## src/mps_cfg.svh

```systemverilog
`ifndef MPS_CFG_SVH
`define MPS_CFG_SVH

// Step timing in clock cycles, kept short for simulation
`define MPS_HOLD_CYCLES      16
`define MPS_TIMEOUT_CYCLES   64
`define MPS_OFF_HOLD_CYCLES  8

// Consecutive high samples before the interlock counts
`define MPS_INTL_FILT        3

// DC-link thresholds as IEEE single-precision words
`define MPS_DC_ON_LIMIT      32'h438C_0000 // 280.0
`define MPS_DC_OFF_LIMIT     32'h4120_0000 // 10.0

// APB register offsets
`define MPS_ADDR_CTRL        8'h00
`define MPS_ADDR_DCV         8'h04
`define MPS_ADDR_STAT        8'h08
`define MPS_ADDR_DI          8'h0C

`endif

```

## src/mps_seq_pkg.sv

```systemverilog
package mps_seq_pkg;

	typedef enum logic [3:0] {
		IDLE          = 4'd0,
		CLR           = 4'd1,
		DISCHA_CHK    = 4'd4,
		DISCHA_DONE   = 4'd5,
		SLOW_ON_CHK   = 4'd6,
		SLOW_ON_DONE  = 4'd7,
		DC_CHK        = 4'd8,
		DC_DONE       = 4'd9,
		MAIN_CHK      = 4'd10,
		MAIN_DONE     = 4'd11,
		SLOW_OFF_CHK  = 4'd12,
		SLOW_OFF_DONE = 4'd13,
		SYSTEM_ON     = 4'd14,
		FAIL          = 4'd15
	} on_state_e; // CHK states are even, DONE states odd

	typedef enum logic [1:0] {
		OFF_IDLE   = 2'd0,
		MAIN_OFF   = 2'd1,
		DISCHA_ON  = 2'd2,
		SYSTEM_OFF = 2'd3
	} off_state_e;

	typedef struct packed {
		logic        sign;
		logic [7:0]  exp;
		logic [22:0] man;
	} fp32_fields_t;

	typedef union packed {
		logic [31:0]  word;
		fp32_fields_t f;
	} fp32_u;

endpackage

```

## src/mps_bus_pkg.sv

```systemverilog
package mps_bus_pkg;

	typedef struct packed {
		logic [6:0] rsv3;
		logic       intl;
		logic [3:0] rsv2;
		logic [3:0] fail_step;
		logic [5:0] rsv1;
		logic [1:0] off_state;
		logic [3:0] rsv0;
		logic [3:0] on_state;
	} mps_stat_t;

	typedef struct packed {
		logic [29:0] rsv;
		logic        pwr_off;
		logic        pwr_on;
	} mps_cmd_t;

endpackage

```

## src/mps_seq_if.sv

```systemverilog
`timescale 1ns/10ps

interface mps_seq_if
	import mps_seq_pkg::*;
();
	logic       on_req;    // One-cycle command pulses
	logic       off_req;
	fp32_u      dc_v;
	on_state_e  on_state;
	off_state_e off_state;
	logic [3:0] fail_step;

	modport regs (output on_req, output off_req, output dc_v,
		input on_state, input off_state, input fail_step);

	modport seq (input on_req, input off_req, input dc_v,
		output on_state, output off_state, output fail_step);
endinterface

```

## src/mps_di_sync.sv

```systemverilog
`timescale 1ns/10ps
`include "mps_cfg.svh"

module mps_di_sync
(
	input  logic        i_clk,
	input  logic        i_rst,
	input  logic [15:0] i_ext_di,
	input  logic        i_intl,
	output logic [15:0] o_di,
	output logic        o_intl
);
	localparam int FILT = `MPS_INTL_FILT;
	localparam int CW   = $clog2(FILT + 1);

	logic [15:0]   di_s1;
	logic          intl_s1;
	logic          intl_s2;
	logic [CW-1:0] intl_cnt;
	logic          intl_sat;

	assign intl_sat = (intl_cnt == CW'(FILT - 1));

	always_ff @(posedge i_clk or negedge i_rst)
	begin
		if (!i_rst)
		begin
			di_s1    <= '0;
			o_di     <= '0;
			intl_s1  <= 1'b0;
			intl_s2  <= 1'b0;
			intl_cnt <= '0;
			o_intl   <= 1'b0;
		end
		else
		begin
			di_s1    <= i_ext_di;
			o_di     <= di_s1;
			intl_s1  <= i_intl;
			intl_s2  <= intl_s1;
			intl_cnt <= !intl_s2 ? '0 : (intl_sat ? intl_cnt : intl_cnt + 1'b1);
			o_intl   <= intl_s2 && intl_sat; // A single low sample drops it
		end
	end
endmodule

```

## src/fp32_cmp_gt.sv

```systemverilog
`timescale 1ns/10ps

module fp32_cmp_gt
	import mps_seq_pkg::*;
(
	input  logic  i_clk,
	input  logic  i_rst,
	input  logic  i_valid,
	input  fp32_u i_a,
	input  fp32_u i_b,
	output logic  o_valid,
	output logic  o_gt
);
	logic [30:0] mag_a;
	logic [30:0] mag_b;
	logic        s1_valid;
	logic        s1_mag_gt;
	logic        s1_mag_lt;
	logic        s1_sign_a;
	logic        s1_sign_b;
	logic        s1_zero;

	assign mag_a = {i_a.f.exp, i_a.f.man};
	assign mag_b = {i_b.f.exp, i_b.f.man};

	always_ff @(posedge i_clk or negedge i_rst)
	begin
		if (!i_rst)
		begin
			s1_valid <= 1'b0;
			o_valid  <= 1'b0;
		end
		else
		begin
			s1_valid <= i_valid;
			o_valid  <= s1_valid;
		end
	end

	always_ff @(posedge i_clk)
	begin
		s1_mag_gt <= (mag_a > mag_b);
		s1_mag_lt <= (mag_a < mag_b);
		s1_sign_a <= i_a.f.sign;
		s1_sign_b <= i_b.f.sign;
		s1_zero   <= (mag_a == '0) && (mag_b == '0); // Signed zeros compare equal

		if (s1_zero)
			o_gt <= 1'b0;
		else if (s1_sign_a != s1_sign_b)
			o_gt <= !s1_sign_a;
		else if (!s1_sign_a)
			o_gt <= s1_mag_gt;
		else
			o_gt <= s1_mag_lt; // Both negative so the smaller magnitude wins
	end
endmodule

```

## src/mps_op_fsm.sv

```systemverilog
`timescale 1ns/10ps
`include "mps_cfg.svh"

module mps_op_fsm
	import mps_seq_pkg::*;
(
	input  logic        i_clk,
	input  logic        i_rst,
	mps_seq_if.seq      seq,
	input  logic [15:0] i_di,
	input  logic        i_intl
);
	localparam int HOLD     = `MPS_HOLD_CYCLES;
	localparam int TIMEOUT  = `MPS_TIMEOUT_CYCLES;
	localparam int OFF_HOLD = `MPS_OFF_HOLD_CYCLES;
	localparam int HOLD_W   = $clog2(HOLD + 1);
	localparam int TO_W     = $clog2(TIMEOUT + 1);
	localparam int OFF_W    = $clog2(OFF_HOLD + 1);

	localparam fp32_u DC_ON_LIM  = `MPS_DC_ON_LIMIT;
	localparam fp32_u DC_OFF_LIM = `MPS_DC_OFF_LIMIT;

	on_state_e      on_state;
	on_state_e      n_on_state;
	off_state_e     off_state;
	off_state_e     n_off_state;
	logic [HOLD_W-1:0] on_hold_cnt;
	logic [OFF_W-1:0]  off_hold_cnt;
	logic [TO_W-1:0]   timeout_cnt;
	logic [3:0]     fail_step;
	logic           step_chk;
	logic           hold_sat;
	logic           off_hold_sat;
	logic           timeout_hit;
	logic           dc_on_valid;
	logic           dc_on_gt;
	logic           dc_off_valid;
	logic           dc_off_gt;

	assign step_chk     = !on_state[0] && (on_state >= DISCHA_CHK) && (on_state <= SLOW_OFF_CHK);
	assign hold_sat     = (on_hold_cnt == HOLD_W'(HOLD - 1));
	assign off_hold_sat = (off_hold_cnt == OFF_W'(OFF_HOLD - 1));
	assign timeout_hit  = (timeout_cnt == TO_W'(TIMEOUT));

	always_comb
	begin
		case (on_state)
			IDLE          : n_on_state = seq.on_req ? CLR : IDLE;
			CLR           : n_on_state = DISCHA_CHK;
			DISCHA_CHK    : n_on_state = (hold_sat && !i_di[3]) ? DISCHA_DONE : DISCHA_CHK;
			DISCHA_DONE   : n_on_state = SLOW_ON_CHK;
			SLOW_ON_CHK   : n_on_state = (hold_sat && i_di[2]) ? SLOW_ON_DONE : SLOW_ON_CHK;
			SLOW_ON_DONE  : n_on_state = DC_CHK;
			DC_CHK        : n_on_state = (dc_on_valid && dc_on_gt) ? DC_DONE : DC_CHK;
			DC_DONE       : n_on_state = MAIN_CHK;
			MAIN_CHK      : n_on_state = (hold_sat && i_di[1]) ? MAIN_DONE : MAIN_CHK;
			MAIN_DONE     : n_on_state = SLOW_OFF_CHK;
			SLOW_OFF_CHK  : n_on_state = (hold_sat && !i_di[2]) ? SLOW_OFF_DONE : SLOW_OFF_CHK;
			SLOW_OFF_DONE : n_on_state = SYSTEM_ON;
			SYSTEM_ON     : n_on_state = (off_state == SYSTEM_OFF) ? IDLE : SYSTEM_ON;
			default       : n_on_state = IDLE; // FAIL always returns to IDLE
		endcase

		if ((i_intl || timeout_hit) && (on_state != IDLE) && (on_state != FAIL))
			n_on_state = FAIL;
	end

	always_comb
	begin
		case (off_state)
			OFF_IDLE  : n_off_state = seq.off_req ? MAIN_OFF : OFF_IDLE;
			MAIN_OFF  : n_off_state = off_hold_sat ? DISCHA_ON : MAIN_OFF;
			DISCHA_ON : n_off_state = (dc_off_valid && dc_off_gt) ? SYSTEM_OFF : DISCHA_ON;
			default   : n_off_state = OFF_IDLE;
		endcase
	end

	always_ff @(posedge i_clk or negedge i_rst)
	begin
		if (!i_rst)
		begin
			on_state     <= IDLE;
			off_state    <= OFF_IDLE;
			on_hold_cnt  <= '0;
			off_hold_cnt <= '0;
			timeout_cnt  <= '0;
		end
		else
		begin
			on_state     <= n_on_state;
			off_state    <= n_off_state;
			on_hold_cnt  <= !step_chk ? '0 : (hold_sat ? on_hold_cnt : on_hold_cnt + 1'b1);
			off_hold_cnt <= ((off_state == MAIN_OFF) && !off_hold_sat) ? off_hold_cnt + 1'b1 : '0;
			// Runs only once the hold has elapsed and the step is still waiting
			timeout_cnt  <= (step_chk && hold_sat && (n_on_state == on_state)) ?
				timeout_cnt + 1'b1 : '0;
		end
	end

	always_ff @(posedge i_clk or negedge i_rst)
	begin
		if (!i_rst)
			fail_step <= '0;
		else if (on_state == CLR)
			fail_step <= '0;
		else if ((on_state != FAIL) && (on_state > fail_step))
			fail_step <= on_state;
	end

	fp32_cmp_gt u_cmp_on
	(
		.i_clk   (i_clk),
		.i_rst   (i_rst),
		.i_valid (on_state == DC_CHK),
		.i_a     (seq.dc_v),
		.i_b     (DC_ON_LIM),
		.o_valid (dc_on_valid),
		.o_gt    (dc_on_gt)
	);

	fp32_cmp_gt u_cmp_off
	(
		.i_clk   (i_clk),
		.i_rst   (i_rst),
		.i_valid (off_state == DISCHA_ON),
		.i_a     (DC_OFF_LIM),
		.i_b     (seq.dc_v),
		.o_valid (dc_off_valid),
		.o_gt    (dc_off_gt)
	);

	assign seq.on_state  = on_state;
	assign seq.off_state = off_state;
	assign seq.fail_step = fail_step;
endmodule

```

## src/mps_apb_regs.sv

```systemverilog
`timescale 1ns/10ps
`include "mps_cfg.svh"

module mps_apb_regs
	import mps_bus_pkg::*;
(
	input  logic        i_clk,
	input  logic        i_rst,
	input  logic        i_psel,
	input  logic        i_penable,
	input  logic        i_pwrite,
	input  logic [7:0]  i_paddr,
	input  logic [31:0] i_pwdata,
	output logic [31:0] o_prdata,
	output logic        o_pready,
	output logic        o_pslverr,
	mps_seq_if.regs     seq,
	input  logic [15:0] i_di,
	input  logic        i_intl
);
	logic        access;
	logic        wr_access;
	logic        hit_ctrl;
	logic        hit_dcv;
	logic        hit_stat;
	logic        hit_di;
	logic        on_req;
	logic        off_req;
	logic [31:0] dc_v;
	mps_cmd_t    wr_cmd;
	mps_stat_t   stat;

	assign access    = i_psel && i_penable;
	assign wr_access = access && i_pwrite;
	assign hit_ctrl  = (i_paddr == `MPS_ADDR_CTRL);
	assign hit_dcv   = (i_paddr == `MPS_ADDR_DCV);
	assign hit_stat  = (i_paddr == `MPS_ADDR_STAT);
	assign hit_di    = (i_paddr == `MPS_ADDR_DI);
	assign wr_cmd    = i_pwdata;

	assign o_pready  = access; // Every access completes in one cycle
	assign o_pslverr = access && (!(hit_ctrl || hit_dcv || hit_stat || hit_di) ||
		(i_pwrite && (hit_stat || hit_di)));

	always_ff @(posedge i_clk or negedge i_rst)
	begin
		if (!i_rst)
		begin
			on_req  <= 1'b0;
			off_req <= 1'b0;
			dc_v    <= '0;
		end
		else
		begin
			on_req  <= wr_access && hit_ctrl && wr_cmd.pwr_on;
			off_req <= wr_access && hit_ctrl && wr_cmd.pwr_off;
			if (wr_access && hit_dcv)
				dc_v <= i_pwdata;
		end
	end

	always_comb
	begin
		stat           = '0;
		stat.on_state  = seq.on_state;
		stat.off_state = seq.off_state;
		stat.fail_step = seq.fail_step;
		stat.intl      = i_intl;

		o_prdata = '0;
		if (hit_dcv)
			o_prdata = dc_v;
		else if (hit_stat)
			o_prdata = stat;
		else if (hit_di)
			o_prdata = {16'h0000, i_di};
	end

	assign seq.on_req  = on_req;
	assign seq.off_req = off_req;
	assign seq.dc_v.word = dc_v;
endmodule

```

## src/mps_top.sv

```systemverilog
`timescale 1ns/10ps

module mps_top
(
	input  logic        i_clk,
	input  logic        i_rst,
	input  logic        i_psel,
	input  logic        i_penable,
	input  logic        i_pwrite,
	input  logic [7:0]  i_paddr,
	input  logic [31:0] i_pwdata,
	output logic [31:0] o_prdata,
	output logic        o_pready,
	output logic        o_pslverr,
	input  logic [15:0] i_ext_di,
	input  logic        i_intl,
	output logic [3:0]  o_on_state,
	output logic [1:0]  o_off_state,
	output logic [3:0]  o_fail_step
);
	logic [15:0] di_sync;
	logic        intl_filt;

	mps_seq_if seq_bus ();

	mps_di_sync u_di_sync
	(
		.i_clk    (i_clk),
		.i_rst    (i_rst),
		.i_ext_di (i_ext_di),
		.i_intl   (i_intl),
		.o_di     (di_sync),
		.o_intl   (intl_filt)
	);

	mps_apb_regs u_apb_regs
	(
		.i_clk     (i_clk),
		.i_rst     (i_rst),
		.i_psel    (i_psel),
		.i_penable (i_penable),
		.i_pwrite  (i_pwrite),
		.i_paddr   (i_paddr),
		.i_pwdata  (i_pwdata),
		.o_prdata  (o_prdata),
		.o_pready  (o_pready),
		.o_pslverr (o_pslverr),
		.seq       (seq_bus.regs),
		.i_di      (di_sync),
		.i_intl    (intl_filt)
	);

	mps_op_fsm u_op_fsm
	(
		.i_clk  (i_clk),
		.i_rst  (i_rst),
		.seq    (seq_bus.seq),
		.i_di   (di_sync),
		.i_intl (intl_filt)
	);

	assign o_on_state  = seq_bus.on_state;
	assign o_off_state = seq_bus.off_state;
	assign o_fail_step = seq_bus.fail_step;
endmodule

```

## config.mk

```make
export PLATFORM = sky130hd
export DESIGN_NAME = mps_top
export DESIGN_NICKNAME = d
export VERILOG_FILES = /design/src/mps_seq_pkg.sv /design/src/mps_bus_pkg.sv /design/src/mps_seq_if.sv /design/src/mps_di_sync.sv /design/src/fp32_cmp_gt.sv /design/src/mps_op_fsm.sv /design/src/mps_apb_regs.sv /design/src/mps_top.sv
export VERILOG_INCLUDE_DIRS = /design/src
export SDC_FILE = /design/constraint.sdc
export NUM_CORES = 1
export LEC_CHECK = 0
export ABC_AREA = 1
export BUFFER_PORTS_ARGS = -buffer_cell sky130_fd_sc_hd__buf_2
export CORE_ASPECT_RATIO = 2
export CORE_MARGIN = 2
export CORE_UTILIZATION = 35
export DETAILED_ROUTE_END_ITERATION = 8
export GPL_TIMING_DRIVEN = 1
export PLACE_DENSITY = 0.63
export SLEW_MARGIN = 20
export SYNTH_ARGS = -nofsm -noshare
export SYNTH_HDL_FRONTEND = slang
export SYNTH_SLANG_ARGS = --single-unit
```

## constraint.sdc

```tcl
create_clock -name i_clk -period 2.2 [get_ports i_clk]
set_input_delay 0.11 -clock i_clk [delete_from_list [all_inputs] [get_ports i_clk]]
set_output_delay 0.11 -clock i_clk [all_outputs]
set_load 0.01 [all_outputs]
```

==> results_dict.tcl <==
set metrics [dict create \
    status "complete, but fails checks" \
    failed_checks "DRC" \
    p_leak_nw 3.23 \
    synth_top_area_cell "dfrtp_1" \
    die-area_um2 14400 \
    vdd_drop_max_uv 539 \
    fin_skew_ns 0.0124 \
    avgViaCountPerCell 4.84 \
    tns_ns 0 \
    crit_type "in -> out" \
    drive_above_1_share_pct 27.5 \
    hold_viol 0 \
    grt_pass1_vias 3859 \
    io_buffers 105 \
    htreeDepth 3 \
    grt_max_degree 56 \
    path_clk_slew_ns 0.07 \
    dpl_worst_slack_ns 0.306 \
    wl_um 11400 \
    ys.flop_type "dfrtp_1" \
    grt.overflow.total 0 \
    swShare_pct 32.3 \
    dp_hpwl_um 8740 \
    critPathMaxFanout 11 \
    fillCellCount 1230 \
    powerDensity_nw_per_um2 844 \
    cts_buffers 9 \
    crit_required_ns 2.09 \
    final_common_cell "buf_2" \
    vias 3780 \
    endpoint_kind "primary output" \
    rsz0062_at_grt "false" \
    syn_inst 481 \
    relSlewSlack_pct 61.2 \
    grt_pass1_wl_um 18400 \
    syn_nets 553 \
    worstMarginPinSlew_ns 0.583 \
    yosysWarnings 0 \
    power.internal_mw 3.45 \
    synth_area_leaders "dfrtp_1 (54%), inv_1 (5.8%), nand2_1 (4.8%), nor2_1 (4.4%), mux2_4 (2.9%)" \
    ys_seq_elements 106 \
    grt_antenna_before_repair 0 \
    fin_ws_ns 0.354 \
    setup_viol 0 \
    drtIter0Drc 155 \
    drcViolationCount 6 \
    start_kind "primary input" \
    rows 59 \
    synthDistinctLibCells 44 \
    die_w_um 85.9 \
    clk_latency_ns 0.35 \
    clockRootBuffer "clkbuf_16" \
    p_seq_share_pct 44.4 \
    grt_usage_pct 16.4 \
    antenna_cells 0 \
    multi_input_area_um2 1710 \
    io_pins 106 \
    clock_sink_count 106 \
    gp_congestion 0.983 \
    clockBufferDepth 2 \
    cts_resized 0 \
    placed_area_um2 5420 \
    hold_path_class "in -> reg" \
    nets 696 \
    fin_crit_ns 1.85 \
    synth_area_um2 4690 \
    routedWlPerCell_um 14.6 \
    synth-seq-area-share_pct 56.0 \
    area_growth_pct 28.6 \
    maxCapViolCount 0 \
    final_max_slew_viol_count 0 \
    pwr-share-comb_pct 23.5 \
    drtPass1Iterations 7 \
    finalCritPeriodShare_pct 83.9 \
    avgSynthCellArea_um2 9.75 \
    final_core_utilization_pct 46.2 \
    max_freq_mhz 542 \
    cts_tree "yes" \
    cp.arrival_ns 1.74 \
    p_sw_mw 1.65 \
    seq_area_um2 2630 \
    synth_edf_count 0 \
    ant_nets 0 \
    core_um2 13100 \
    fin_area_um2 6030 \
    die_h_um 168 \
    async_flop_share_pct 95.3 \
    synth_top_area_share_pct 53.9 \
    layout_common_cells "buf_2 (104), dfrtp_1 (101), inv_1 (73), nand2_1 (60), nor2_1 (55)" \
    start_util_pct 35.9 \
    clock_power_share_pct 32.1 \
]
routing by layer:
metal | global-route usage (%) | part of all wire (%) | up-vias
li1 | - | - | 1853
met1 | 18.7 | 39 | 1805
met2 | 29.1 | 54 | 109
met3 | 3.84 | 5.5 | 13
met4 | 6.28 | 1.8 | 0
met5 | 0 | 0 | -
logic make-up (layout without fill, tap and decap cells):
group                      count (synthesis)  after routing  synth area share [%]
and+or+nand+nor                          187            187                  20.0
DFF                                      106            106                  56.0
buffers and inverters                     90            238                  7.57
AOI/OAI and AO/OA                         69             69                  8.85
muxes                                     12             12                  3.60
adders and majority gates                 10             10                  2.67
xor gates and xnor gates                   7              7                  1.31
cell type report:
class	count	share of cell area, %
flip-flops and latches	106	43.6
multi-input cells	285	28.3
repair buffers	143	14.9
inverters	79	4.91
clock buffers	9	3.73
well taps	152	3.15
clock inverters	7	1.39
cells in the mapped netlist, types with 7 or more instances:
| library cell | count |
|---|---|
| nor2_1 | 55 |
| ha_1 | 10 |
| clkbuf_1 | 7 |
| nor3_2 | 7 |
| nand4_1 | 7 |
| o21ai_0 | 22 |
| nand2_1 | 60 |
| a21oi_1 | 24 |
| dfrtp_1 | 101 |
| inv_1 | 73 |
| nand3_1 | 27 |
| mux2_4 | 9 |
worst paths after layout:
| kind | from | end | slack [ns] | cells past startpoint |
|---|---|---|---|---|
| worst max-delay path | i_paddr[1] | o_prdata[19] | 0.35 | 6 |
| worst min register to register | u_di_sync.di_s1[10]$_DFF_PN0_ | u_di_sync.o_di[10]$_DFF_PN0_ | 0.35 | 0 |
| max in group asynchronous | i_rst | u_apb_regs.seq.dc_v[26]$_DFFE_PN0P_ | 1.34 | 3 |
| worst min-delay path | i_pwdata[30] | u_apb_regs.seq.dc_v[30]$_DFFE_PN0P_ | 0.01 | 3 |
| worst max register to register | u_op_fsm.on_hold_cnt[1]$_DFFE_PN0P_ | u_op_fsm.timeout_cnt[2]$_DFF_PN0_ | 0.43 | 8 |
| min in group asynchronous | i_rst | u_di_sync.di_s1[0]$_DFF_PN0_ | 0.18 | 2 |
registers in the layout (all words and copies together) (netlist names), 2 cells and up:
register,cells
u_apb_regs.seq.dc_v,32
u_op_fsm.on_hold_cnt,5
u_di_sync.o_di,16
u_op_fsm.seq.on_state,4
u_di_sync.di_s1,16
u_op_fsm.timeout_cnt,7
u_op_fsm.seq.off_state,2
u_di_sync.intl_cnt,2
u_op_fsm.off_hold_cnt,4
u_op_fsm.seq.fail_step,4
through the flow:
stage	hold WS, ns	power, mW	std cells
floorplan	-0.186	3.07	481
global placement	0.0155	3.40	735
detailed placement	0.0148	3.45	735
CTS	0.00384	5.14	780
global route	0.0117	5.40	781
finish	0.0128	5.09	781
critical path, stage by stage:
cell	delay [ns]
buf_2	0.10
or2_4	0.27
nor2_2	0.19
nand3_1	0.40
o31ai_1	0.46
buf_2	0.20
power groups by stage:
stage	Clock (mW)	Combinational (mW)	Sequential, mW
5_1_grt	1.76	1.35	2.29
2_1_floorplan	0	0.809	2.26
3_3_place_gp	0	1.12	2.28
6_report	1.63	1.19	2.26
3_5_place_dp	0	1.15	2.30
4_1_cts	1.68	1.20	2.26
timing repair:
action	in CTS	in global routing
hold buffers	29	1
hold endpoints to repair	69	1
endpoints found under the setup margin	0	0
buffers inserted	0	0
No activity file was read; power rests on OpenSTA's default activity.
